===== src/verilog/nrisc_pkg.sv =====
// NRISC shared definitions
package nrisc_pkg;

	localparam int DATA_W    = 16;
	localparam int ADDR_W    = 8;
	localparam int MEM_DEPTH = 256;
	localparam int REG_IDX_W = 4;

	typedef logic [DATA_W-1:0]    data_t;
	typedef logic [ADDR_W-1:0]    addr_t;
	typedef logic [REG_IDX_W-1:0] reg_idx_t;

	// Instruction word, opcode in the top nibble
	typedef struct packed {
		logic [3:0] opcode;
		reg_idx_t   rd;
		reg_idx_t   rf1;
		reg_idx_t   rf2;
	} instr_t;

	localparam logic [3:0] OP_SYS   = 4'h0;
	localparam logic [3:0] OP_LW    = 4'h1;
	localparam logic [3:0] OP_SW    = 4'h2;
	localparam logic [3:0] OP_LI    = 4'h3;
	localparam logic [3:0] OP_JMP   = 4'h4;
	localparam logic [3:0] OP_JZ    = 4'h5;
	localparam logic [3:0] OP_JC    = 4'h6;
	localparam logic [3:0] OP_ADD   = 4'h8;
	localparam logic [3:0] OP_SUB   = 4'h9;
	localparam logic [3:0] OP_AND   = 4'ha;
	localparam logic [3:0] OP_OR    = 4'hb;
	localparam logic [3:0] OP_XOR   = 4'hc;
	localparam logic [3:0] OP_SHR   = 4'hd;
	localparam logic [3:0] OP_SHL   = 4'he;
	localparam logic [3:0] OP_UNARY = 4'hf;

	localparam logic [3:0] SYS_HALT = 4'h1; // rd field
	localparam logic [3:0] UN_NOT   = 4'h0; // rf2 field
	localparam logic [3:0] UN_INC   = 4'h2;
	localparam logic [3:0] UN_DEC   = 4'h3;

	typedef enum logic [2:0] {
		ALU_ADD, ALU_SUB, ALU_AND, ALU_OR, ALU_XOR, ALU_SHR, ALU_SHL, ALU_NOT
	} alu_op_e;

	typedef struct packed {
		logic zero;
		logic carry;
	} alu_flags_t;

	typedef struct packed {
		logic  valid;
		logic  write;
		addr_t addr;
		data_t wdata;
	} mem_req_t;

endpackage

===== src/verilog/mem_arbiter.sv =====
// Fixed priority memory arbiter
`timescale 1ns/10ps
module mem_arbiter (
	input  logic                clk,
	input  logic                rst_n,
	input  nrisc_pkg::mem_req_t host_req,
	input  nrisc_pkg::mem_req_t exec_req,
	input  nrisc_pkg::mem_req_t fetch_req,
	output logic                host_gnt,
	output logic                exec_gnt,
	output logic                fetch_gnt,
	output logic                host_rvalid,
	output logic                exec_rvalid,
	output logic                fetch_rvalid,
	output nrisc_pkg::mem_req_t mem_req
);

	logic [2:0] rd_owner; // host, exec, fetch

	// Host first, then execute, then fetch
	assign host_gnt  = host_req.valid;
	assign exec_gnt  = exec_req.valid & ~host_req.valid;
	assign fetch_gnt = fetch_req.valid & ~host_req.valid & ~exec_req.valid;

	always_comb begin
		if (host_gnt)
			mem_req = host_req;
		else if (exec_gnt)
			mem_req = exec_req;
		else if (fetch_gnt)
			mem_req = fetch_req;
		else
			mem_req = '0;
	end

	// Steer next cycle's read data to whoever issued the read
	always_ff @(posedge clk or negedge rst_n) begin
		if (!rst_n)
			rd_owner <= '0;
		else
			rd_owner <= {host_gnt, exec_gnt, fetch_gnt} & {3{~mem_req.write}};
	end

	assign host_rvalid  = rd_owner[2];
	assign exec_rvalid  = rd_owner[1];
	assign fetch_rvalid = rd_owner[0];

endmodule


===== config.mk =====
export PLATFORM = sky130hd
export DESIGN_NAME = mem_arbiter
export DESIGN_NICKNAME = d
export VERILOG_FILES = /design/src/verilog/nrisc_pkg.sv /design/src/verilog/mem_arbiter.sv
export SDC_FILE = /design/constraint.sdc
export NUM_CORES = 1
export LEC_CHECK = 0
export ABC_AREA = 1
export BUFFER_PORTS_ARGS = -buffer_cell sky130_fd_sc_hd__buf_2
export CAP_MARGIN = 20
export CORE_MARGIN = 2
export CORE_UTILIZATION = 29
export CTS_CLUSTER_SIZE = 25
export DETAILED_ROUTE_END_ITERATION = 7
export PLACE_DENSITY = 0.95
export SLEW_MARGIN = 40
export SYNTH_ARGS = -nofsm -noshare
export SYNTH_HDL_FRONTEND = slang
export SYNTH_SLANG_ARGS = --single-unit

===== constraint.sdc =====
create_clock -name clk -period 2.3 [get_ports clk]
set_clock_uncertainty 0.15 [all_clocks]
set_input_delay 0.345 -clock clk [delete_from_list [all_inputs] [get_ports clk]]
set_output_delay 0.345 -clock clk [all_outputs]
set_load 0.02 [all_outputs]

==> metrics.cfg <==
[routing]
vias = 1184
avgRoutedWirePerCell_um = 10.1
routed_wl_mm = 2.62
drtAntennaViolNets = 0
viasPerCell = 4.55
first_pass_iters = 4
drcViolationCount = 0
first_iter_violations = 11

[synth]
synth_area_um2 = 638
async_flop_share_pct = 100
yosys-top-cells-area = nand2_1 (44%), nand3_1 (21%), dfrtp_1 (12%)
yosys_warnings = 0
yosys.area.top_type = nand2_1
synth-edff-count = 0
yosysMostFrequentCell = nand2_1
ys_seq_area_share_pct = 11.8
synth_fp_nets = 204
synth_commonest_cells = nand2_1 (74), nand3_1 (27), buf_6 (5), dfrtp_1 (3)
ys_types = 14
syn_inst = 124
synth_top_area_share_pct = 43.5
ys.flop_type = dfrtp_1
ys_ff_latch = 3
avgSynthCellArea_um2 = 5.15

[placed_design]
numPortBuffers = 111
dpl.cell_count = 255
dp_hpwl_mm = 2.07
place.gp.congestion = 0.774

[critical_path]
worstPathRequired_ns = 1.80
cp_data_arrival_time_ns = 1.60
slowest_stage = nor2_4
crit_chain = buf_2, clkinv_4, nand2_4, nor2_4, nand2_1, nand3_1, buf_2
cp-start-kind = primary input
worst-setup-path-type = in -> out
critical_path.most_common_cell = buf_2
crit_path_max_incr_delay_ns = 0.44
crit_fanout = 26
worstSetupEndpointType = output port

[clock_tree]
hold_buffers = 1
cts_inserted_buffers = 3
cts.repair.resized = 0
cts-root-buf = clkbuf_4
clkTransAtPathRegs_ns = 0.04
cts_buffer_depth = 2
cts_tree = built
clock_sinks = 3
htreeDepth = 1
cts_setup_buffers = 0

[power_and_ir_drop]
p_per_area_nw_per_um2 = 324
cellLeakagePower_nw = 0.772
ir_worst_vdd_v = 0.000228

[final_layout]
top_register = rd_owner
fin_cells = 260
n_fill_cell = 209
multi_input_area_um2 = 472
final_net_count = 314
drive_gt1_share_pct = 51.5
largestRegisters = rd_owner x3
area_growth_pct = 88.0
seq_area_um2 = 75.1
antenna_cells = 0
largest_reg_flops = 3

[timing]
maxSlewHeadroom_pct = 62.5
setup_violations = 0
hold_viol_final = 0
tightest_slew_ns = 0.561
final-max-slew-violation-count = 0
fin_setup_tns_ns = 0
fmax_mhz = 477
rsz0062_at_grt = no
period_needed_ns = 2.10
post-route-period-util_pct = 91.2

[global_routing]
grt_pass1_wl_mm = 4.15
antenna_found_initial = 0
grtUsageTotal_pct = 20.3
grt.overflow.total = 0
grt_max_degree = 27
grt_pass1_vias = 1069

[die]
dieArea_um2 = 2590
die_h_um = 50.9
rows = 16
ios = 112
die_x_um = 50.9
start_util_pct = 31.6
coreArea_um2 = 2020

[hold_path]
whs_path_depth = 2
hp-class = in -> reg

[outcome]
outcome = complete, no violations

[run]
cap_viol_max_count = 0

## area by class of cell
class / instances / share of cell area, %
Multi-Input combinational cell: 109 / 39.3
Clock buffer: 4 / 2.19
Timing Repair Buffer: 113 / 47.8
Sequential cell: 3 / 6.26
Inverter: 4 / 1.67
Tap cell: 27 / 2.82
## layout by cell type (no fill, tap or decap)
cell / Yosys / layout
dfrtp_1: 3 / 3
nand2_1: 74 / 74
buf_2: 0 / 111
inv_1: 2 / 2
clkbuf_1: 2 / 1
nor2_1: 2 / 2
inv_2: 1 / 1
dlygate4sd3_1: 0 / 1
nor2_4: 2 / 2
nand2_4: 1 / 1
nand3_1: 27 / 27
buf_4: 1 / 1
a21oi_1: 1 / 1
nand4_1: 2 / 2
clkinv_4: 1 / 1
clkbuf_4: 0 / 3
## worst paths after layout
kind	startpoint	end	slack [ns]
worst max-delay path	host_req[25]	mem_req[22]	0.20
worst min-delay path	host_req[24]	rd_owner[2]	0.13
max in group asynchronous	rst_n	rd_owner[1]	1.60
min in group asynchronous	rst_n	rd_owner[2]	0.29
## worst max-delay path: cells and delay by family
family                 cells  cell delay, ns
and+or+nand+nor            4            0.73
buffers and inverters      3            0.53
## report_power, final
part	total [W]	leakage, nW	internal (W)	switching (W)
combinational	0.000242	0.717	0.000103	0.000139
sequential	0.0000556	0.0399	0.0000552	0.000000384
clock	0.0000908	0.0150	0.0000649	0.0000259
## routing by layer
metal | global-route usage, % | vias to the layer above | share of wire (%)
li1 | - | 611 | -
met1 | 18.7 | 486 | 35
met2 | 44.2 | 83 | 52
met3 | 3.51 | 4 | 13
met4 | 4.05 | 0 | 0.46
met5 | 0 | - | 0
## metrics by stage
step	instance area (µm²)	total power, W	setup WS (ns)	hold slack [ns]	utilization (%)
5_1_grt	1200	0.000418	0.0833	0.132	59.3
6_report	1200	0.000388	0.203	0.130	59.3
2_1_floorplan	638	0.000188	0.687	-0.101	-
3_5_place_dp	1160	0.000298	0.199	-0.00760	57.5
3_3_place_gp	1160	0.000295	0.224	-0.00789	57.5
4_1_cts	1200	0.000391	0.188	0.128	59.3
## kinds of logic after synthesis
kind of cell / count (synthesis) / synth area share (%)
AND/OR/NAND/NOR: 108 / 73.1
buffers and inverters: 12 / 14.3
AO/OA/AOI/OAI: 1 / 0.784
flip-flops: 3 / 11.8
Note: power is estimated with default switching activity, not from simulation.
