**src/verilog/nrisc_pkg.sv**
```systemverilog
// NRISC shared definitions
package nrisc_pkg;

	localparam int DATA_W    = 16;
	localparam int ADDR_W    = 8;
	localparam int MEM_DEPTH = 256;
	localparam int REG_IDX_W = 4;

	typedef logic [DATA_W-1:0]    data_t;
	typedef logic [ADDR_W-1:0]    addr_t;
	typedef logic [REG_IDX_W-1:0] reg_idx_t;

	// Instruction word, opcode in the top nibble
	typedef struct packed {
		logic [3:0] opcode;
		reg_idx_t   rd;
		reg_idx_t   rf1;
		reg_idx_t   rf2;
	} instr_t;

	localparam logic [3:0] OP_SYS   = 4'h0;
	localparam logic [3:0] OP_LW    = 4'h1;
	localparam logic [3:0] OP_SW    = 4'h2;
	localparam logic [3:0] OP_LI    = 4'h3;
	localparam logic [3:0] OP_JMP   = 4'h4;
	localparam logic [3:0] OP_JZ    = 4'h5;
	localparam logic [3:0] OP_JC    = 4'h6;
	localparam logic [3:0] OP_ADD   = 4'h8;
	localparam logic [3:0] OP_SUB   = 4'h9;
	localparam logic [3:0] OP_AND   = 4'ha;
	localparam logic [3:0] OP_OR    = 4'hb;
	localparam logic [3:0] OP_XOR   = 4'hc;
	localparam logic [3:0] OP_SHR   = 4'hd;
	localparam logic [3:0] OP_SHL   = 4'he;
	localparam logic [3:0] OP_UNARY = 4'hf;

	localparam logic [3:0] SYS_HALT = 4'h1; // rd field
	localparam logic [3:0] UN_NOT   = 4'h0; // rf2 field
	localparam logic [3:0] UN_INC   = 4'h2;
	localparam logic [3:0] UN_DEC   = 4'h3;

	typedef enum logic [2:0] {
		ALU_ADD, ALU_SUB, ALU_AND, ALU_OR, ALU_XOR, ALU_SHR, ALU_SHL, ALU_NOT
	} alu_op_e;

	typedef struct packed {
		logic zero;
		logic carry;
	} alu_flags_t;

	typedef struct packed {
		logic  valid;
		logic  write;
		addr_t addr;
		data_t wdata;
	} mem_req_t;

endpackage
```
**src/verilog/unified_mem.sv**
```systemverilog
// Unified program and data memory
`timescale 1ns/10ps
module unified_mem (
	input  logic                clk,
	input  nrisc_pkg::mem_req_t mem_req,
	output nrisc_pkg::data_t    rdata
);

	nrisc_pkg::data_t mem [nrisc_pkg::MEM_DEPTH];

	// Single port, read data registered
	always_ff @(posedge clk) begin
		if (mem_req.valid) begin
			if (mem_req.write)
				mem[mem_req.addr] <= mem_req.wdata;
			else
				rdata <= mem[mem_req.addr];
		end
	end

endmodule

```
**config.mk**
```make
export PLATFORM = sky130hd
export DESIGN_NAME = unified_mem
export DESIGN_NICKNAME = d
export VERILOG_FILES = /design/src/verilog/nrisc_pkg.sv /design/src/verilog/unified_mem.sv
export SDC_FILE = /design/constraint.sdc
export NUM_CORES = 2
export LEC_CHECK = 0
export BUFFER_PORTS_ARGS = -buffer_cell sky130_fd_sc_hd__clkbuf_2
export CAP_MARGIN = 20
export CORE_MARGIN = 1
export CORE_UTILIZATION = 55
export CTS_CLUSTER_SIZE = 30
export DETAILED_ROUTE_END_ITERATION = 8
export HOLD_SLACK_MARGIN = 0.08
export PLACE_DENSITY_LB_ADDON = 0.15
export SLEW_MARGIN = 20
export SYNTH_ARGS = -nofsm -noshare
export SYNTH_HDL_FRONTEND = slang
export SYNTH_SLANG_ARGS = --single-unit
```
**constraint.sdc**
```tcl
create_clock -name clk -period 3.3 [get_ports clk]
set_input_delay 0.33 -clock clk [delete_from_list [all_inputs] [get_ports clk]]
set_output_delay 0.33 -clock clk [all_outputs]
set_load 0.005 [all_outputs]
```
==> results by group <==
Outcome
  • Outcome: finished clean

Timing
  • RSZ-0062 raised after global routing: false
  • Relative max-transition margin: ~17%
  • Final Skew: around 0.041 ns
  • Final Critical Period: 3.01 ns
  • Slew Limit Fails: 0
  • Period utilization: about nine tenths
  • Final hold vios: 0
  • FMAX: between 300 and 400 MHz
  • Setup-failing EPs final: 0
  • Least-Margin Pin Slew: between 1 and 1.5 ns
  • Hold Slack: about 0.16 ns

Job
  • Max Cap Violations: 0

Setup path
  • Critical-path top delay cell: o41ai_2
  • CP arrival: about 3.6 ns
  • Slowest stage delay, CP: 1.09 ns
  • Critical path buffer and inverter count: 0
  • Startpoint types: flop
  • Levels on crit path: 5
  • Kind of cell adding the most delay to the critical path: compound AO/OA/AOI/OAI gates
  • R2R cell count: 5
  • Crit. End Element: flop
  • R2R setup slack: 0.29 ns
  • Crit-path max FO: 1
  • Critical Path RT: 3.93 ns
  • Crit Path Category: flop to flop
  • Critical path cell sequence: mux4_2 -> a22oi_1 -> a21oi_1 -> o41ai_2 -> nand4_1

Placed design
  • Post-detail-place hpwl: about 240 mm
  • GPL Wtd Cong: between 0.8 and 0.9
  • IO Port Bufs: 42

GRT
  • Total grt overflow: 0
  • Vias in the first global route: between 70,000 and 80,000
  • Global-route wire length before repair: 575 mm
  • Total track usage: 28.6%
  • Initial antenna violation count: 15
  • Largest net degree at the start of global routing: approximately 130

Logic synthesis
  • Yosys reg bits: approximately 4,000
  • Seq/Total Area, Yosys: 79.5%
  • Post-synthesis cell count: ~6,700
  • Yosys warning total: 0
  • Netlist Area Pre-Place: between 150,000 and 200,000 sq um
  • Synth top area share: just under 80%
  • Biggest area consumer among synthesized cells: edfxtp_1
  • Syn_nets: 6,732
  • Dominant cells by area after synthesis: edfxtp_1 80%, mux4_2 15%, a22oi_1 2.5%
  • Post-Syn Area per Cell: between 20 and 25 sq um
  • Library cells used by synthesis: 20

Clock network
  • Clock sink total: about 4,100
  • Clk pin slew, worst setup/hold paths: approximately 0.06 ns
  • Num CTS Buffers: 404
  • Setup Buffers After CTS: 0
  • # resized after CTS: 0
  • H-tree Lvls: 5
  • Hold bufs inserted after CTS: 17
  • Worst-skew pair later-pin latency: ~0.95 ns
  • CTS max path bufs: 4
  • CTS tree: built
  • Clock root cell: clkbuf_16

Detailed routing
  • Via count: 76,600
  • DRT iter0 DRCs: 10,200
  • DRT Wirelength: approximately 400 mm
  • DRT antenna net count: 0
  • Vias per cell: 6.57
  • Per-cell routed wire length: ~35 um
  • DRT Pass-1 Iters: 5
  • Drt drc: 0

Pwr
  • Pwr per Cell Area: between 500 and 600 nW/um^2
  • Total power: around 110 mW
  • Pleak: ~57 nW
  • VDD IR max: between 0.4 and 0.5 mV

Die
  • Core area: ~280,000 sq um
  • Ports: 43
  • Die Ht: roughly 530 um
  • Row count: between 150 and 200
  • Die Width: 533 um
  • Die ar.: around 280,000 sq um
  • Initial core utilization: between 50 and 60%

Finish
  • Final Net Count: between 7,000 and 8,000
  • Count of filler cells inserted in the layout: between 15,000 and 20,000
  • Final Core Density: about 65%
  • Synth-to-layout area growth: 16.4%
  • Share of layout cells above drive strength 1: ~32%

Worst hold path
  • Hold WC Path Type: primary input to flop
  • Worst hold stages: 3
==> cell type report <==
type                    count  area, sq um  area share (%)
diodes                     11         27.5          0.0152
clock buffers             496        10500            5.83
clock inverters           238         2180            1.20
multi-input cells        2181        30500            16.9
flip-flops and latches   4112       123000            68.3
well taps                3724         4660            2.58
repair buffers            903         9310            5.15
==> power by group <==
group	switching, mW	leakage, nW	internal (mW)
sequential	0.0455	37.0	57.5
combinational	3.29	13.6	2.01
clock	19.4	6.23	25.2
==> routing by layer <==
layer,up-vias,share of wire (%),GRT usage [%]
li1,30800,-,-
met3,627,9.1,4.69
met2,3977,48,44.9
met4,4,3.4,9.02
met1,41200,39,41.7
met5,-,0.0052,0
==> worst register-to-register path: cells and delay by family, from the launching register on <==
kind | cells | cell delay [ns]
compound gates | 3 | 1.66
flops | 1 | 0.38
mux | 1 | 0.48
simple gates | 1 | 0.17
==> synth_stat cells <==
library cell,n
a22oi_1,512
nand3_1,4
nand4_1,16
buf_1,42
mux4_2,1024
clkbuf_1,268
or2_2,1
edfxtp_1,4112
o41ai_1,64
nor3b_1,2
nand2_1,30
buf_4,11
nor3_1,1
buf_2,91
nor2_1,259
and4_1,1
a21oi_1,256
and2_1,2
nand2b_1,2
nor2b_1,7
==> cell families (layout without fill, tap and decap cells) <==
kind of cell | Yosys count | count (layout) | share of synthesized area (%)
mux | 1024 | 1024 | 14.9
flops | 4112 | 4112 | 79.5
simple gates | 325 | 325 | 0.843
compound gates | 832 | 832 | 3.66
buf+inv | 412 | 1637 | 1.10
other cells | 0 | 11 | 0
==> final timing paths <==
kind | from | to
setup reg to reg | mem[172][8] | rdata[8]
setup / recovery | mem[172][8] | rdata[8]
hold / removal | mem_req[25] | rdata[8]
hold reg to reg | mem[210][14] | rdata[14]
==> state kept, by name, indices dropped and copies added, names as in the netlist <==
name and cells:
mem 4096, rdata 16
==> placed cells by master (no fill, tap or decap), types with 3 or more instances in the layout <==
cell / instances
inv_16: 8
clkinvlp_4: 9
a22oi_1: 512
nor2_1: 249
nor2_2: 9
nor2b_1: 3
clkinv_4: 5
diode_2: 11
buf_4: 651
o41ai_2: 45
clkbuf_1: 88
dlygate4sd3_1: 17
clkbuf_16: 408
clkinv_2: 81
a21oi_1: 256
o41ai_1: 19
clkbuf_2: 24
nand4_1: 16
nand3_1: 4
bufinv_16: 31
nand2_2: 16
buf_12: 191
buf_8: 17
edfxtp_1: 4112
clkinv_8: 6
mux4_2: 1024
inv_6: 10
clkinv_1: 86
nand2_1: 13
==> through the flow <==
stage                     setup WS, ns  setup TNS (ns)  cells  instance area (sq um)
after detailed placement        -0.458          -34.94  10900                 168000
after global routing             0.301               0  11700                 181000
after CTS                        0.313               0  11700                 181000
after floorplan                  0.388               0   6705                 155000
after global placement           -1.96          -30.13  10900                 168000
final                            0.294               0  11700                 181000
Power figures use the tool's default switching activity.
