--- src/verilog/nrisc_pkg.sv ---
// NRISC shared definitions
package nrisc_pkg;

	localparam int DATA_W    = 16;
	localparam int ADDR_W    = 8;
	localparam int MEM_DEPTH = 256;
	localparam int REG_IDX_W = 4;

	typedef logic [DATA_W-1:0]    data_t;
	typedef logic [ADDR_W-1:0]    addr_t;
	typedef logic [REG_IDX_W-1:0] reg_idx_t;

	// Instruction word, opcode in the top nibble
	typedef struct packed {
		logic [3:0] opcode;
		reg_idx_t   rd;
		reg_idx_t   rf1;
		reg_idx_t   rf2;
	} instr_t;

	localparam logic [3:0] OP_SYS   = 4'h0;
	localparam logic [3:0] OP_LW    = 4'h1;
	localparam logic [3:0] OP_SW    = 4'h2;
	localparam logic [3:0] OP_LI    = 4'h3;
	localparam logic [3:0] OP_JMP   = 4'h4;
	localparam logic [3:0] OP_JZ    = 4'h5;
	localparam logic [3:0] OP_JC    = 4'h6;
	localparam logic [3:0] OP_ADD   = 4'h8;
	localparam logic [3:0] OP_SUB   = 4'h9;
	localparam logic [3:0] OP_AND   = 4'ha;
	localparam logic [3:0] OP_OR    = 4'hb;
	localparam logic [3:0] OP_XOR   = 4'hc;
	localparam logic [3:0] OP_SHR   = 4'hd;
	localparam logic [3:0] OP_SHL   = 4'he;
	localparam logic [3:0] OP_UNARY = 4'hf;

	localparam logic [3:0] SYS_HALT = 4'h1; // rd field
	localparam logic [3:0] UN_NOT   = 4'h0; // rf2 field
	localparam logic [3:0] UN_INC   = 4'h2;
	localparam logic [3:0] UN_DEC   = 4'h3;

	typedef enum logic [2:0] {
		ALU_ADD, ALU_SUB, ALU_AND, ALU_OR, ALU_XOR, ALU_SHR, ALU_SHL, ALU_NOT
	} alu_op_e;

	typedef struct packed {
		logic zero;
		logic carry;
	} alu_flags_t;

	typedef struct packed {
		logic  valid;
		logic  write;
		addr_t addr;
		data_t wdata;
	} mem_req_t;

endpackage
--- src/verilog/fetch_unit.sv ---
// Instruction fetch unit
`timescale 1ns/10ps
module fetch_unit (
	input  logic                clk,
	input  logic                rst_n,
	input  logic                run,
	input  logic                halted,
	output nrisc_pkg::mem_req_t fetch_req,
	input  logic                fetch_gnt,
	input  logic                fetch_rvalid,
	input  nrisc_pkg::data_t    rdata,
	output nrisc_pkg::instr_t   instr,
	output nrisc_pkg::addr_t    instr_pc,
	output logic                instr_valid,
	input  logic                instr_done,
	input  logic                jump_en,
	input  nrisc_pkg::addr_t    jump_target
);

	nrisc_pkg::addr_t  pc;
	nrisc_pkg::instr_t held;
	logic              held_valid;
	logic              pending; // Read in flight

	// Word is usable in its rvalid cycle, then from the holding register
	assign instr_valid = held_valid | fetch_rvalid;
	assign instr       = held_valid ? held : nrisc_pkg::instr_t'(rdata);
	assign instr_pc    = pc;

	assign fetch_req.valid = run & ~halted & ~instr_valid & ~pending;
	assign fetch_req.write = 1'b0;
	assign fetch_req.addr  = pc;
	assign fetch_req.wdata = '0;

	always_ff @(posedge clk or negedge rst_n) begin
		if (!rst_n) begin
			pc         <= '0;
			held_valid <= 1'b0;
			pending    <= 1'b0;
		end else begin
			if (fetch_gnt)
				pending <= 1'b1;
			else if (fetch_rvalid)
				pending <= 1'b0;
			held_valid <= instr_valid & ~instr_done;
			if (instr_done)
				pc <= jump_en ? jump_target : pc + 1'b1;
		end
	end

	always_ff @(posedge clk) begin
		if (fetch_rvalid)
			held <= nrisc_pkg::instr_t'(rdata);
	end

endmodule

--- config.mk ---
export PLATFORM = sky130hd
export DESIGN_NAME = fetch_unit
export DESIGN_NICKNAME = d
export VERILOG_FILES = /design/src/verilog/nrisc_pkg.sv /design/src/verilog/fetch_unit.sv
export SDC_FILE = /design/constraint.sdc
export NUM_CORES = 1
export LEC_CHECK = 0
export ABC_AREA = 1
export BUFFER_PORTS_ARGS = -buffer_cell sky130_fd_sc_hd__buf_2
export CORE_UTILIZATION = 35
export CTS_BUF_LIST = sky130_fd_sc_hd__clkbuf_8
export DETAILED_ROUTE_END_ITERATION = 7
export PLACE_DENSITY = 0.67
export SLEW_MARGIN = 5
export SYNTH_ARGS = -nofsm -noshare
export SYNTH_HDL_FRONTEND = slang
export SYNTH_SLANG_ARGS = --single-unit
--- constraint.sdc ---
create_clock -name clk -period 1.3 [get_ports clk]
set_input_delay 0.26 -clock clk [delete_from_list [all_inputs] [get_ports clk]]
set_output_delay 0.26 -clock clk [all_outputs]
set_load 0.01 [all_outputs]
==> impl_metrics.tcl <==
set metrics [dict create \
    wl_mm 2.87 \
    finalPower_mw 1.99 \
    swShare_pct 30.2 \
    clockBufferDepth 2 \
    firstDrtPassIters 4 \
    crit_family "flip-flops" \
    fmax_ghz 0.713 \
    place_inst 286 \
    vias_per_cell 4.32 \
    cts.clk_slew.worst_paths_ps 90 \
    combPwrFrac_pct 26.5 \
    syn_inst 182 \
    violations "setup timing" \
    io_pins 83 \
    cts-buffers-inserted 3 \
    synth_fa_ha_area_share_pct 0.824 \
    place_congestion 0.775 \
    final_cell_mix "nand2_1, buf_2, conb_1, edfxtp_1, nor2_1" \
    synth_cell_type_count 25 \
    synth_top_area_share_pct 31.6 \
    track_usage_pct 12.8 \
    p_leak_nw 0.969 \
    drc_errors 0 \
    hpwl_mm 2.27 \
    register_area_um2 732 \
    setup_tns_ps -1170 \
    ys_top_cells_by_area "edfxtp_1, nand2_1, dfrtp_1" \
    seqPwrFrac_pct 51.5 \
    min_period_ps 1400 \
    synth-simple-area-share_pct 25.2 \
    worstPathCellList "nor2_2 > inv_1 > nor3_1 > buf_2" \
    path_max_fanout 3 \
    die_area_um2 4610 \
    crit_type "flop to primary output" \
    slowest_stage "dfrtp_2" \
    wl_per_cell_um 9.82 \
    synthMuxAreaShare_pct 0 \
    finalHoldViolations 0 \
    clock_latency_ps 260 \
    fillers 423 \
    vias 1261 \
    fin_worst_skew_ps 7.60 \
    crit_path_max_incr_delay_ps 450 \
    nNetsFinal 276 \
    rrSetupSlack_ps 160 \
    cts_tree "yes" \
    grt_max_degree 18 \
    ys_seq_elements 26 \
    maxSlewViolCount 0 \
    finalSetupViolations 17 \
    finalWorstSetupSlack_ps -103 \
    drive_gt1_share_pct 36.4 \
    crit_buf_inv 2 \
    p_int_mw 1.39 \
    fp.dieW_um 67.9 \
    grt_pass1_vias 1013 \
    synth_area_per_cell_um2 8.35 \
    powerDensity_nw_per_um2 1090 \
    h-tree-depth 1 \
    fin_cells 292 \
    synthXorXnorAreaFrac_pct 0 \
    p_clk_share_pct 22.0 \
    cts.sinks 26 \
    yosysSeqAreaShare_pct 48.1 \
    final.period_utilization_pct 108 \
    multi_input_area_um2 564 \
    end_kind "primary output" \
    power_switching_mw 0.600 \
    rsz0062_at_grt "yes" \
    worstPathArrival_ps 1140 \
    start_util_pct 37.2 \
    status "complete, but fails checks" \
    vdd_drop_max_mv 0.469 \
    layout_commonest_cell "nand2_1" \
    cts_root_buf "clkbuf_8" \
    yosysWarnings 0 \
    grt-ovfl-total 0 \
    drtIter0Drc 24 \
    syn-cell-area_um2 1520 \
    grt_pass1_wl_mm 4.39 \
    start_kind "flop" \
    areaGrowthSynthToFinish_pct 20.5 \
    worstHoldPathType "primary input to flop" \
    postRouteAntennaNets 0 \
    synth_top_family_by_area "simple AND/OR/NAND/NOR gates" \
    antenna_found_initial 0 \
    core_um2 4090 \
    synth_compound_area_share_pct 6.75 \
    cp.required_ps 1040 \
    synth_largest_area_cell "edfxtp_1" \
    num_rows 23 \
    cap_violations 0 \
    antenna_cells 0 \
    port_buffers 65 \
    die_y_um 67.9 \
]
worst reg2reg max path, cell delays in order, from the launching register on:
cell     delay, ps
dfrtp_1        400
ha_1           200
nand2_1         90
o21ai_0         80
a21o_2         190
nand2_1         50
inv_1           40
stage by stage:
| stage | utilization [%] | setup slack [ps] | hold slack [ps] | cell area (um^2) |
|---|---|---|---|---|
| final | 44.8 | -103 | 189 | 1830 |
| after global routing | 44.8 | -170 | 185 | 1830 |
| after CTS | 44.8 | -130 | 185 | 1830 |
| after detailed placement | 43.0 | 152 | 147 | 1760 |
| after global placement | 43.0 | 179 | 149 | 1760 |
| after floorplan | - | 60.2 | -35.6 | 1580 |
final timing paths:
| kind | start | end | depth (start not counted) |
|---|---|---|---|
| setup / recovery | held_valid | fetch_req[25] | 4 |
| setup reg to reg | instr_pc[1] | instr_pc[4] | 6 |
| min in group asynchronous | rst_n | instr_pc[0] | 2 |
| hold / removal | rdata[1] | held[1] | 1 |
| hold reg to reg | pending | pending | 2 |
| max in group asynchronous | rst_n | held_valid | 2 |
routing by layer:
layer	track usage [%]	share of wire (%)
met5	0	0
met1	16.8	48
met3	2.33	10
met2	21.3	41
met4	3.91	0.52
timing repair:
action | CTS | global route
setup buffers | 1 | 0
pin swaps | 1 | 0
endpoints found under the hold margin | 10 | 0
hold buffers | 1 | 0
endpoints found under the setup margin | 17 | 18
gates resized for setup | 3 | 1
cells by family after synthesis:
| family | after synthesis |
|---|---|
| compound gates | 17 |
| fa+ha+maj | 1 |
| buf+inv | 43 |
| flops | 26 |
| other cells | 1 |
| simple gates | 94 |
power by group through the flow:
stage	combinational, mW	sequential, mW	clock (mW)
2_1_floorplan	0.362	1.06	0
3_3_place_gp	0.522	1.04	0
3_5_place_dp	0.524	1.04	0
4_1_cts	0.533	1.02	0.451
5_1_grt	0.599	1.03	0.479
6_report	0.528	1.02	0.437
cell usage after synthesis (all sizes together):
master and instances:
inv 12, nor3 1, nor2 18, nand2 70, dfrtp 10, ha 1
a21o 1, a21oi 4, conb 1, o21ai 11, o21bai 1, buf 31
nand3 5, edfxtp 16
sequential cells by signal, summed over array words and instances (netlist names):
signal      cells
pending         1
held           16
instr_pc        8
held_valid      1
area by class of cell:
class	count	area share [%]
Multi-Input combinational cell	129	30.8
Sequential cell	26	40.0
Clock inverter	1	0.205
Inverter	12	2.73
Tap cell	50	3.42
Timing Repair Buffer	71	20.6
Clock buffer	3	2.26
Note: power is estimated with default switching activity, not from simulation.
