`src/verilog/nrisc_pkg.sv`:
```
// NRISC shared definitions
package nrisc_pkg;

	localparam int DATA_W    = 16;
	localparam int ADDR_W    = 8;
	localparam int MEM_DEPTH = 256;
	localparam int REG_IDX_W = 4;

	typedef logic [DATA_W-1:0]    data_t;
	typedef logic [ADDR_W-1:0]    addr_t;
	typedef logic [REG_IDX_W-1:0] reg_idx_t;

	// Instruction word, opcode in the top nibble
	typedef struct packed {
		logic [3:0] opcode;
		reg_idx_t   rd;
		reg_idx_t   rf1;
		reg_idx_t   rf2;
	} instr_t;

	localparam logic [3:0] OP_SYS   = 4'h0;
	localparam logic [3:0] OP_LW    = 4'h1;
	localparam logic [3:0] OP_SW    = 4'h2;
	localparam logic [3:0] OP_LI    = 4'h3;
	localparam logic [3:0] OP_JMP   = 4'h4;
	localparam logic [3:0] OP_JZ    = 4'h5;
	localparam logic [3:0] OP_JC    = 4'h6;
	localparam logic [3:0] OP_ADD   = 4'h8;
	localparam logic [3:0] OP_SUB   = 4'h9;
	localparam logic [3:0] OP_AND   = 4'ha;
	localparam logic [3:0] OP_OR    = 4'hb;
	localparam logic [3:0] OP_XOR   = 4'hc;
	localparam logic [3:0] OP_SHR   = 4'hd;
	localparam logic [3:0] OP_SHL   = 4'he;
	localparam logic [3:0] OP_UNARY = 4'hf;

	localparam logic [3:0] SYS_HALT = 4'h1; // rd field
	localparam logic [3:0] UN_NOT   = 4'h0; // rf2 field
	localparam logic [3:0] UN_INC   = 4'h2;
	localparam logic [3:0] UN_DEC   = 4'h3;

	typedef enum logic [2:0] {
		ALU_ADD, ALU_SUB, ALU_AND, ALU_OR, ALU_XOR, ALU_SHR, ALU_SHL, ALU_NOT
	} alu_op_e;

	typedef struct packed {
		logic zero;
		logic carry;
	} alu_flags_t;

	typedef struct packed {
		logic  valid;
		logic  write;
		addr_t addr;
		data_t wdata;
	} mem_req_t;

endpackage
```
`src/verilog/reg_file.sv`:
```
// General purpose register file
`timescale 1ns/10ps
module reg_file (
	input  logic                clk,
	input  logic                rst_n,
	input  nrisc_pkg::reg_idx_t rf1_idx,
	input  nrisc_pkg::reg_idx_t rf2_idx,
	output nrisc_pkg::data_t    rf1_data,
	output nrisc_pkg::data_t    rf2_data,
	input  logic                wr_en,
	input  nrisc_pkg::reg_idx_t wr_idx,
	input  nrisc_pkg::data_t    wr_data
);

	nrisc_pkg::data_t regs [2**nrisc_pkg::REG_IDX_W];

	assign rf1_data = regs[rf1_idx];
	assign rf2_data = regs[rf2_idx];

	always_ff @(posedge clk or negedge rst_n) begin
		if (!rst_n) begin
			for (int i = 0; i < 2**nrisc_pkg::REG_IDX_W; i++)
				regs[i] <= '0;
		end else if (wr_en) begin
			regs[wr_idx] <= wr_data;
		end
	end

endmodule

```
`config.mk`:
```
export PLATFORM = sky130hd
export DESIGN_NAME = reg_file
export DESIGN_NICKNAME = d
export VERILOG_FILES = /design/src/verilog/nrisc_pkg.sv /design/src/verilog/reg_file.sv
export SDC_FILE = /design/constraint.sdc
export NUM_CORES = 1
export LEC_CHECK = 0
export BUFFER_PORTS_ARGS = -buffer_cell sky130_fd_sc_hd__buf_2
export CAP_MARGIN = 20
export CORE_UTILIZATION = 33
export CTS_CLUSTER_DIAMETER = 80
export DETAILED_ROUTE_END_ITERATION = 8
export PLACE_DENSITY_LB_ADDON = 0.08
export SLEW_MARGIN = 40
export SYNTH_ARGS = -nofsm -noshare
export SYNTH_HDL_FRONTEND = slang
export SYNTH_SLANG_ARGS = --single-unit
export TNS_END_PERCENT = 20
```
`constraint.sdc`:
```
create_clock -name clk -period 1.6 [get_ports clk]
set_clock_uncertainty 0.2 [all_clocks]
set_input_delay 0.08 -clock clk [delete_from_list [all_inputs] [get_ports clk]]
set_output_delay 0.08 -clock clk [all_outputs]
set_load 0.05 [all_outputs]
```
==> qor.yml, run 1 <==
synthesis:
  synth_nets: 877
  ys_seq_area_share_pct: 47.43
  synth_xor_area_share_pct: 0
  muxShareOfSynthArea_pct: 43.25
  ys_seq_elements: 256
  synth_compound_area_share_pct: 3.558
  synth_cells: 846
  synth_top_family_by_area: "multiplexers"
  synth-adder-area-share_pct: 0
  synth_cell_types: 23
  yosys.area_share.simple_pct: 2.659
  yosys_warnings: 0
  syn_area_um2: 13510
  syn_avg_cell_area_um2: 15.96
cts:
  clk_path_buf_depth: 3
  clk_pin_slew_ps: 60
  post_cts_buffers: 0
  h-tree-depth: 2
  cts_tree: "yes"
  cts_root_buffer: "clkbuf_16"
  cts_buffers: 35
  clock_sinks: 256
  clock_latency_ps: 530
cells_and_area:
  multiInputGateArea_um2: 7083
  drive_gt1_share_pct: 70.48
  regArea_um2: 6406
  nFillCells: 3590
  postLayoutCoreUtil_pct: 43.04
  regMostFlops: "regs"
  stdcell_count: 1515
  largest_reg_flops: 256
  fin_nets: 995
  largest_registers: "regs: 256 flops"
  area_growth_pct: 27.48
power:
  finalPower_w: 0.02332
  intPower_w: 0.01644
  pwr_density_cell_nw_per_um2: 1355
  pwr-share-seq_pct: 39.2
  power.switching_w: 0.006883
  peakVddDrop_v: 0.0007415
  swShare_pct: 29.51
  power_frac_comb_pct: 27.0
  pwr-share-clk_pct: 33.8
  p_leak_nw: 7.111
routing:
  drt-wirelength-per-cell_um: 28.34
  viasPerCell: 5.625
  totalWireLength_um: 42940
  drt_iter0_markers: 381
  drt_first_pass_iters: 4
  drc: 0
  drtAntennaViolNets: 0
  vias: 8522
placed_design:
  pre_cts_ws_ps: -398.2
  routabilityCongestion: 0.7825
  dp.cells: 1436
  place_hpwl_um: 26980
  io_buffer_count: 62
timing:
  finalCritPeriodShare_pct: 138.3
  finalWorstSetupSlack_ps: -612.5
  setup_viol: 32
  clock.fmax_ghz: 0.4520
  worstMarginPinSlew_ps: 323.4
  slew_headroom_pct: 78.44
  slew_violations: 0
  rsz0062_at_grt: "yes"
  fin_hold_ws_ps: 54.43
  min_period_ps: 2213
  hold_viol: 0
status:
  failed_checks: "setup timing"
  status: "complete, but fails checks"
run:
  drv_cap: 0
floorplan:
  core-area_um2: 40010
  num_rows: 73
  die-area_um2: 41740
  io_pins: 63
  start_util_pct: 33.76
  fp.dieH_um: 204.3
  dieWidth_um: 204.3
grt:
  grt_first_pass_wirelength_um: 64990
  antenna_found_initial: 1
  grt_max_degree: 55
  grt_pass1_vias: 9638
  overflow: 0
  grt.total_usage_pct: 21.68
critical_path:
  cpLargestDelayFamily: "multiplexers"
  slowest_stage: "mux4_2"
  crit_path_end_kind: "output port"
  startpoint_type: "flop"
  r2r_setup_slack_ps: 510
  cp_cell_sequence: "mux4_2, a22oi_2, nand2_2, buf_6"
  crit_type: "flop to output port"
  max_stage_delay_ps: 490
  cp.arrival_ps: 1930
  crit_required_ps: 1320
  critPathBufInv: 1
  critPathMaxFanout: 3
hold_path:
  hp-class: "input pin to flop"
## final timing paths
| path | endpoint | depth (start not counted) | startpoint |
|---|---|---|---|
| setup reg to reg | regs[193] | 2 | regs[193] |
| max in group asynchronous | regs[12] | 4 | rst_n |
| hold / removal | regs[80] | 5 | wr_idx[3] |
| min in group asynchronous | regs[106] | 3 | rst_n |
| hold reg to reg | regs[19] | 1 | regs[19] |
| setup / recovery | rf1_data[1] | 4 | regs[193] |
## power by group through the flow
stage               combinational, W  clock, W  sequential, W
detailed placement           0.00572         0        0.00920
global placement             0.00559         0        0.00901
floorplan                    0.00434         0        0.00877
global route                 0.00668   0.00841        0.00934
CTS                          0.00635   0.00810        0.00910
finish                       0.00630   0.00789        0.00913
## placed cells by master, fill, tap and decap left out, types with 3 or more instances in the layout
cell type | netlist | routed
nor2_2 | 9 | 11
nand2b_1 | 3 | 3
clkinv_2 | 0 | 10
mux2_2 | 236 | 236
dfrtp_1 | 256 | 256
buf_4 | 4 | 34
clkbuf_16 | 0 | 37
mux2_4 | 20 | 20
buf_8 | 0 | 3
a22oi_1 | 64 | 3
dlygate4sd3_1 | 0 | 18
mux4_2 | 128 | 128
buf_12 | 2 | 48
buf_6 | 7 | 29
buf_2 | 21 | 27
a22oi_2 | 0 | 61
clkbuf_1 | 37 | 5
nor2b_2 | 0 | 5
nand2_2 | 1 | 33
clkbuf_8 | 0 | 8
## kinds of logic after synthesis
kind of cell | Yosys count
mux | 384
flops | 256
buf+inv | 78
compound gates | 64
simple gates | 64
## cell usage after synthesis
library cell	instances	share of area, %
dfrtp_1	256	47
mux2_2	236	20
mux4_2	128	21
a22oi_1	64	3.6
clkbuf_1	37	1.0
nand2_1	33	0.92
buf_2	21	0.78
mux2_4	20	2.2
nor2_2	9	0.42
buf_1	7	0.19
buf_6	7	0.58
nor2b_1	5	0.23
buf_4	4	0.22
nand2b_1	3	0.14
nor2_1	3	0.083
and2_1	2	0.093
buf_12	2	0.30
nand3b_2	2	0.17
nand3b_4	2	0.30
or3_1	2	0.093
nand2_2	1	0.046
nand3_1	1	0.037
nor3b_4	1	0.14
## layer usage
metal | part of all wire (%) | global-route usage [%]
met3 | 3.8 | 3.412
met4 | 3.0 | 8.049
met1 | 46 | 29.80
met5 | 0 | 0
met2 | 47 | 34.50
## worst min-delay path: stages
cell	delay [ps]
buf_2	140
nand3b_4	90
nor2_2	70
buf_12	150
mux2_2	220
## metrics by stage
stage | cell area [um^2] | setup TNS, ps
2_1_floorplan | 13720 | -292.3
3_3_place_gp | 15360 | -11250
3_5_place_dp | 15360 | -12360
4_1_cts | 17200 | -18670
5_1_grt | 17220 | -19660
6_report | 17220 | -17510
## layout make-up
| type | count | share of cell area, % |
|---|---|---|
| Clock buffer | 50 | 6.126 |
| Tap cell | 525 | 3.815 |
| Sequential cell | 256 | 37.21 |
| Clock inverter | 12 | 0.6395 |
| Antenna cell | 1 | 0.01453 |
| Timing Repair Buffer | 159 | 11.05 |
| Multi-Input combinational cell | 512 | 41.14 |
## what timing repair did
| action | CTS | global route |
|---|---|---|
| hold buffers | 18 | 0 |
| endpoints found under the setup margin | 32 | 50 |
| hold endpoints to repair | 512 | 0 |
| resized for setup | 124 | 5 |
| pin swaps | 45 | 6 |
Note: power is estimated with default switching activity, not from simulation.
==> inputs of run 2 (changes only) <==
ABC_AREA = 1   (was not set)
==> run 2 against run 1 <==
Net effect:
- the flow still finishes with violations (setup timing)
- global-route usage rose by 4.5 points
- fmax increased by 15%
- non-clock buffer count rose by 47
- critical endpoint is now rf1_data[4]
==> qor.yml, run 2 <==
status:
  status: "complete, but fails checks"  # unchanged
  failed_checks: "setup timing"  # unchanged
critical_path:
  r2r_start: "regs[194]"  # was regs[193]
  r2r_setup_slack_ps: 600  # was 510 ps
  critPathMaxFanout: 3  # unchanged
  worstRegToRegCells: 3  # was 2
  setup.worst_path.start: "regs[100]"  # was regs[193]
  crit_type: "flop to output port"  # unchanged
  startpoint_type: "flop"  # unchanged
  crit_required_ps: 1320  # about the same
  cp.arrival_ps: 1640  # was 1930 ps
  worstSetupEndpoint: "rf1_data[4]"  # was rf1_data[1]
  r2r-end: "regs[194]"  # was regs[193]
  crit_path_end_kind: "output port"  # unchanged
synthesis:
  synth.top_cell.area_share_pct: 43.00  # was 47.43%
  yosys.area.top_type: "dfrtp_1"  # unchanged
  synth_compound_area_share_pct: 8.600  # was 3.558%
  synthTopCellsByArea: "dfrtp_1 (43%), nand2_1 (20%), nand3_1 (15%)"  # was dfrtp_1 (47%), mux4_2 (21%), mux2_2 (20%)
  synth_top_family_by_area: "simple AND/OR/NAND/NOR gates"  # was multiplexers
  yosysMostFrequentCell: "nand2_1"  # was dfrtp_1
  ys_seq_area_share_pct: 43.00  # was 47.43%
  synth_nets: 2255  # was 877
  synthFlopType: "dfrtp_1"  # unchanged
  synth.cells.most_frequent: "nand2_1 (808), nand3_1 (453), inv_1 (282)"  # was dfrtp_1 (256), mux2_2 (236), mux4_2 (128)
  muxShareOfSynthArea_pct: 0  # was 43.25%
  synthArstFlopShare_pct: 100.0  # unchanged
  synth_xor_area_share_pct: 0  # unchanged
  synth_cell_types: 17  # was 23
  synth_cells: 2224  # was 846
  yosys.area_share.simple_pct: 36.34  # was 2.659%
  ys_seq_elements: 256  # unchanged
  synth-adder-area-share_pct: 0  # unchanged
  syn_area_um2: 14900  # was 13510 um^2
  synth-edff-count: 0  # unchanged
  syn_avg_cell_area_um2: 6.699  # was 15.96 um^2
  yosys_warnings: 0  # unchanged
cts:
  clk_pin_slew_ps: 60  # about the same
  clock_sinks: 256  # unchanged
  cts_root_buffer: "clkbuf_16"  # unchanged
  clock_latency_ps: 540  # was 530 ps
  cts_tree: "yes"  # unchanged
  cts_buffers: 34  # was 35
  clk_path_buf_depth: 3  # unchanged
  h-tree-depth: 2  # unchanged
cells_and_area:
  antenna_cells: 0  # was 1
  largest_reg_flops: 256  # unchanged
  regMostFlops: "regs"  # unchanged
  drive_gt1_share_pct: 26.29  # was 70.48%
  largest_registers: "regs: 256 flops"  # unchanged
  layout_common_cells: "nand2_1 (773), dfrtp_1 (256), nand3_1 (251)"  # was dfrtp_1 (256), mux2_2 (236), mux4_2 (128)
  final_area_um2: 19800  # was 17220 um^2
  fin_nets: 2346  # was 995
  layout_commonest_cell: "nand2_1"  # was dfrtp_1
  area_growth_pct: 32.91  # was 27.48%
timing:
  hold_viol: 0  # unchanged
  fin_hold_ws_ps: 230.0  # was 54.43 ps
  finalWorstSetupSlack_ps: -320.9  # was -612.5 ps
  finalCritPeriodShare_pct: 120.1  # was 138.3%
  rsz0062_at_grt: "yes"  # unchanged
  worstMarginPinSlew_ps: 423.0  # was 323.4 ps
  slew_headroom_pct: 71.73  # was 78.44%
  slew_violations: 0  # unchanged
  min_period_ps: 1921  # was 2213 ps
  clock.fmax_ghz: 0.5206  # was 0.4520 GHz
  setup_viol: 32  # unchanged
routing:
  met2_length_um: 24840  # was 20370 um
  dr.max_layer_used: "met4"  # unchanged
  totalWireLength_um: 59320  # was 42940 um
  drt_first_pass_iters: 6  # was 4
  vias: 15100  # was 8522
  wl_met3_um: 3810  # was 1646 um
  wl_met1_um: 29240  # was 19630 um
  drtAntennaViolNets: 0  # unchanged
  drc: 0  # unchanged
  drt_iter0_markers: 1534  # was 381
  viasPerCell: 5.153  # was 5.625
  drt-wirelength-per-cell_um: 20.24  # was 28.34 um
floorplan:
  die-area_um2: 46000  # was 41740 um^2
  dieWidth_um: 214.5  # was 204.3 um
  start_util_pct: 33.54  # was 33.76%
  num_rows: 77  # was 73
  core-area_um2: 44410  # was 40010 um^2
  io_pins: 63  # unchanged
  fp.dieH_um: 214.5  # was 204.3 um
power:
  pwr_density_cell_nw_per_um2: 1198  # was 1355 nW/um^2
  p_leak_nw: 9.761  # was 7.111 nW
  peakVddDrop_v: 0.0009546  # was 0.0007415 V
grt:
  grt.total_usage_pct: 26.19  # was 21.68%
  antenna_found_initial: 0  # was 1
  grt_max_degree: 47  # was 55
  grt_first_pass_wirelength_um: 91740  # was 64990 um
  grt_pass1_vias: 14240  # was 9638
  overflow: 0  # unchanged
placed_design:
  io_buffer_count: 62  # unchanged
  placed_area_um2: 16820  # was 15360 um^2
  place_hpwl_um: 41130  # was 26980 um
  routabilityCongestion: 0.8874  # was 0.7825
hold_path:
  hp-class: "input pin to flop"  # unchanged
run:
  drv_cap: 0  # unchanged
## run 2: report_power, final
part | switching (W) | internal (W)
sequential | 0.000726 | 0.00788
combinational | 0.00448 | 0.00241
clock | 0.00307 | 0.00516
total | 0.00828 | 0.0155
## run 2: metrics by stage
| stage | cells | TNS [ps] | utilization [%] | setup slack, ps | power [W] |
|---|---|---|---|---|---|
| floorplan | 2224 | 0 | - | 224.4 | 0.01227 |
| global placement | 2839 | -2528 | 37.86 | -151.8 | 0.01438 |
| detailed placement | 2839 | -2539 | 37.86 | -127.3 | 0.01447 |
| CTS | 2924 | -9675 | 43.22 | -337.8 | 0.02346 |
| global route | 2931 | -11110 | 44.58 | -376.5 | 0.02508 |
| finish | 2931 | -8831 | 44.58 | -320.9 | 0.02373 |
## run 2: what timing repair did
action / CTS / global route
endpoints found under the setup margin: 32 / 33
resized for setup: 303 / 160
hold buffers: 23 / 0
pin swaps: 49 / 67
setup buffers: 2 / 7
endpoints found under the hold margin: 503 / 0
## run 2: cell type report
cell class,instances,area (um^2)
fill,4519,24610
tap,592,740.7
timing repair buffer,206,2439
clock inverter,12,195.2
clock buffer,48,997.2
inverter,285,1075
multi-input combinational,1532,7949
sequential,256,6406
## run 2: cell families (layout without fill, tap and decap cells)
logic type | count (synthesis) | in the layout
flip-flops | 256 | 256
AO/OA/AOI/OAI | 256 | 256
buffers and inverters | 436 | 551
AND/OR/NAND/NOR | 1276 | 1276
## run 2: routing by layer
| layer | track usage, % | vias up |
|---|---|---|
| met5 | 0 | - |
| met4 | 6.643 | 0 |
| met3 | 3.872 | 59 |
| met2 | 37.66 | 531 |
| met1 | 40.46 | 7313 |
| li1 | - | 7200 |
## run 2: worst min-delay path by stage
stage,start,endpoint,slack [ps],cells past startpoint
finish,wr_data[11],regs[91],230,4
CTS,wr_data[3],regs[99],230,4
global placement,rst_n,regs[139],-200,1
global route,wr_data[6],regs[102],250,4
detailed placement,rst_n,regs[107],-200,1
floorplan,rst_n,regs[0],-420,0
## run 2: critical path, stage by stage, from the launching register on
cell and delay (ps):
dfrtp_1 370, inv_2 70, nand2_1 60, nand3_1 110, nand3_2 130, nand3_2 120, nand2_4 80, buf_8 160
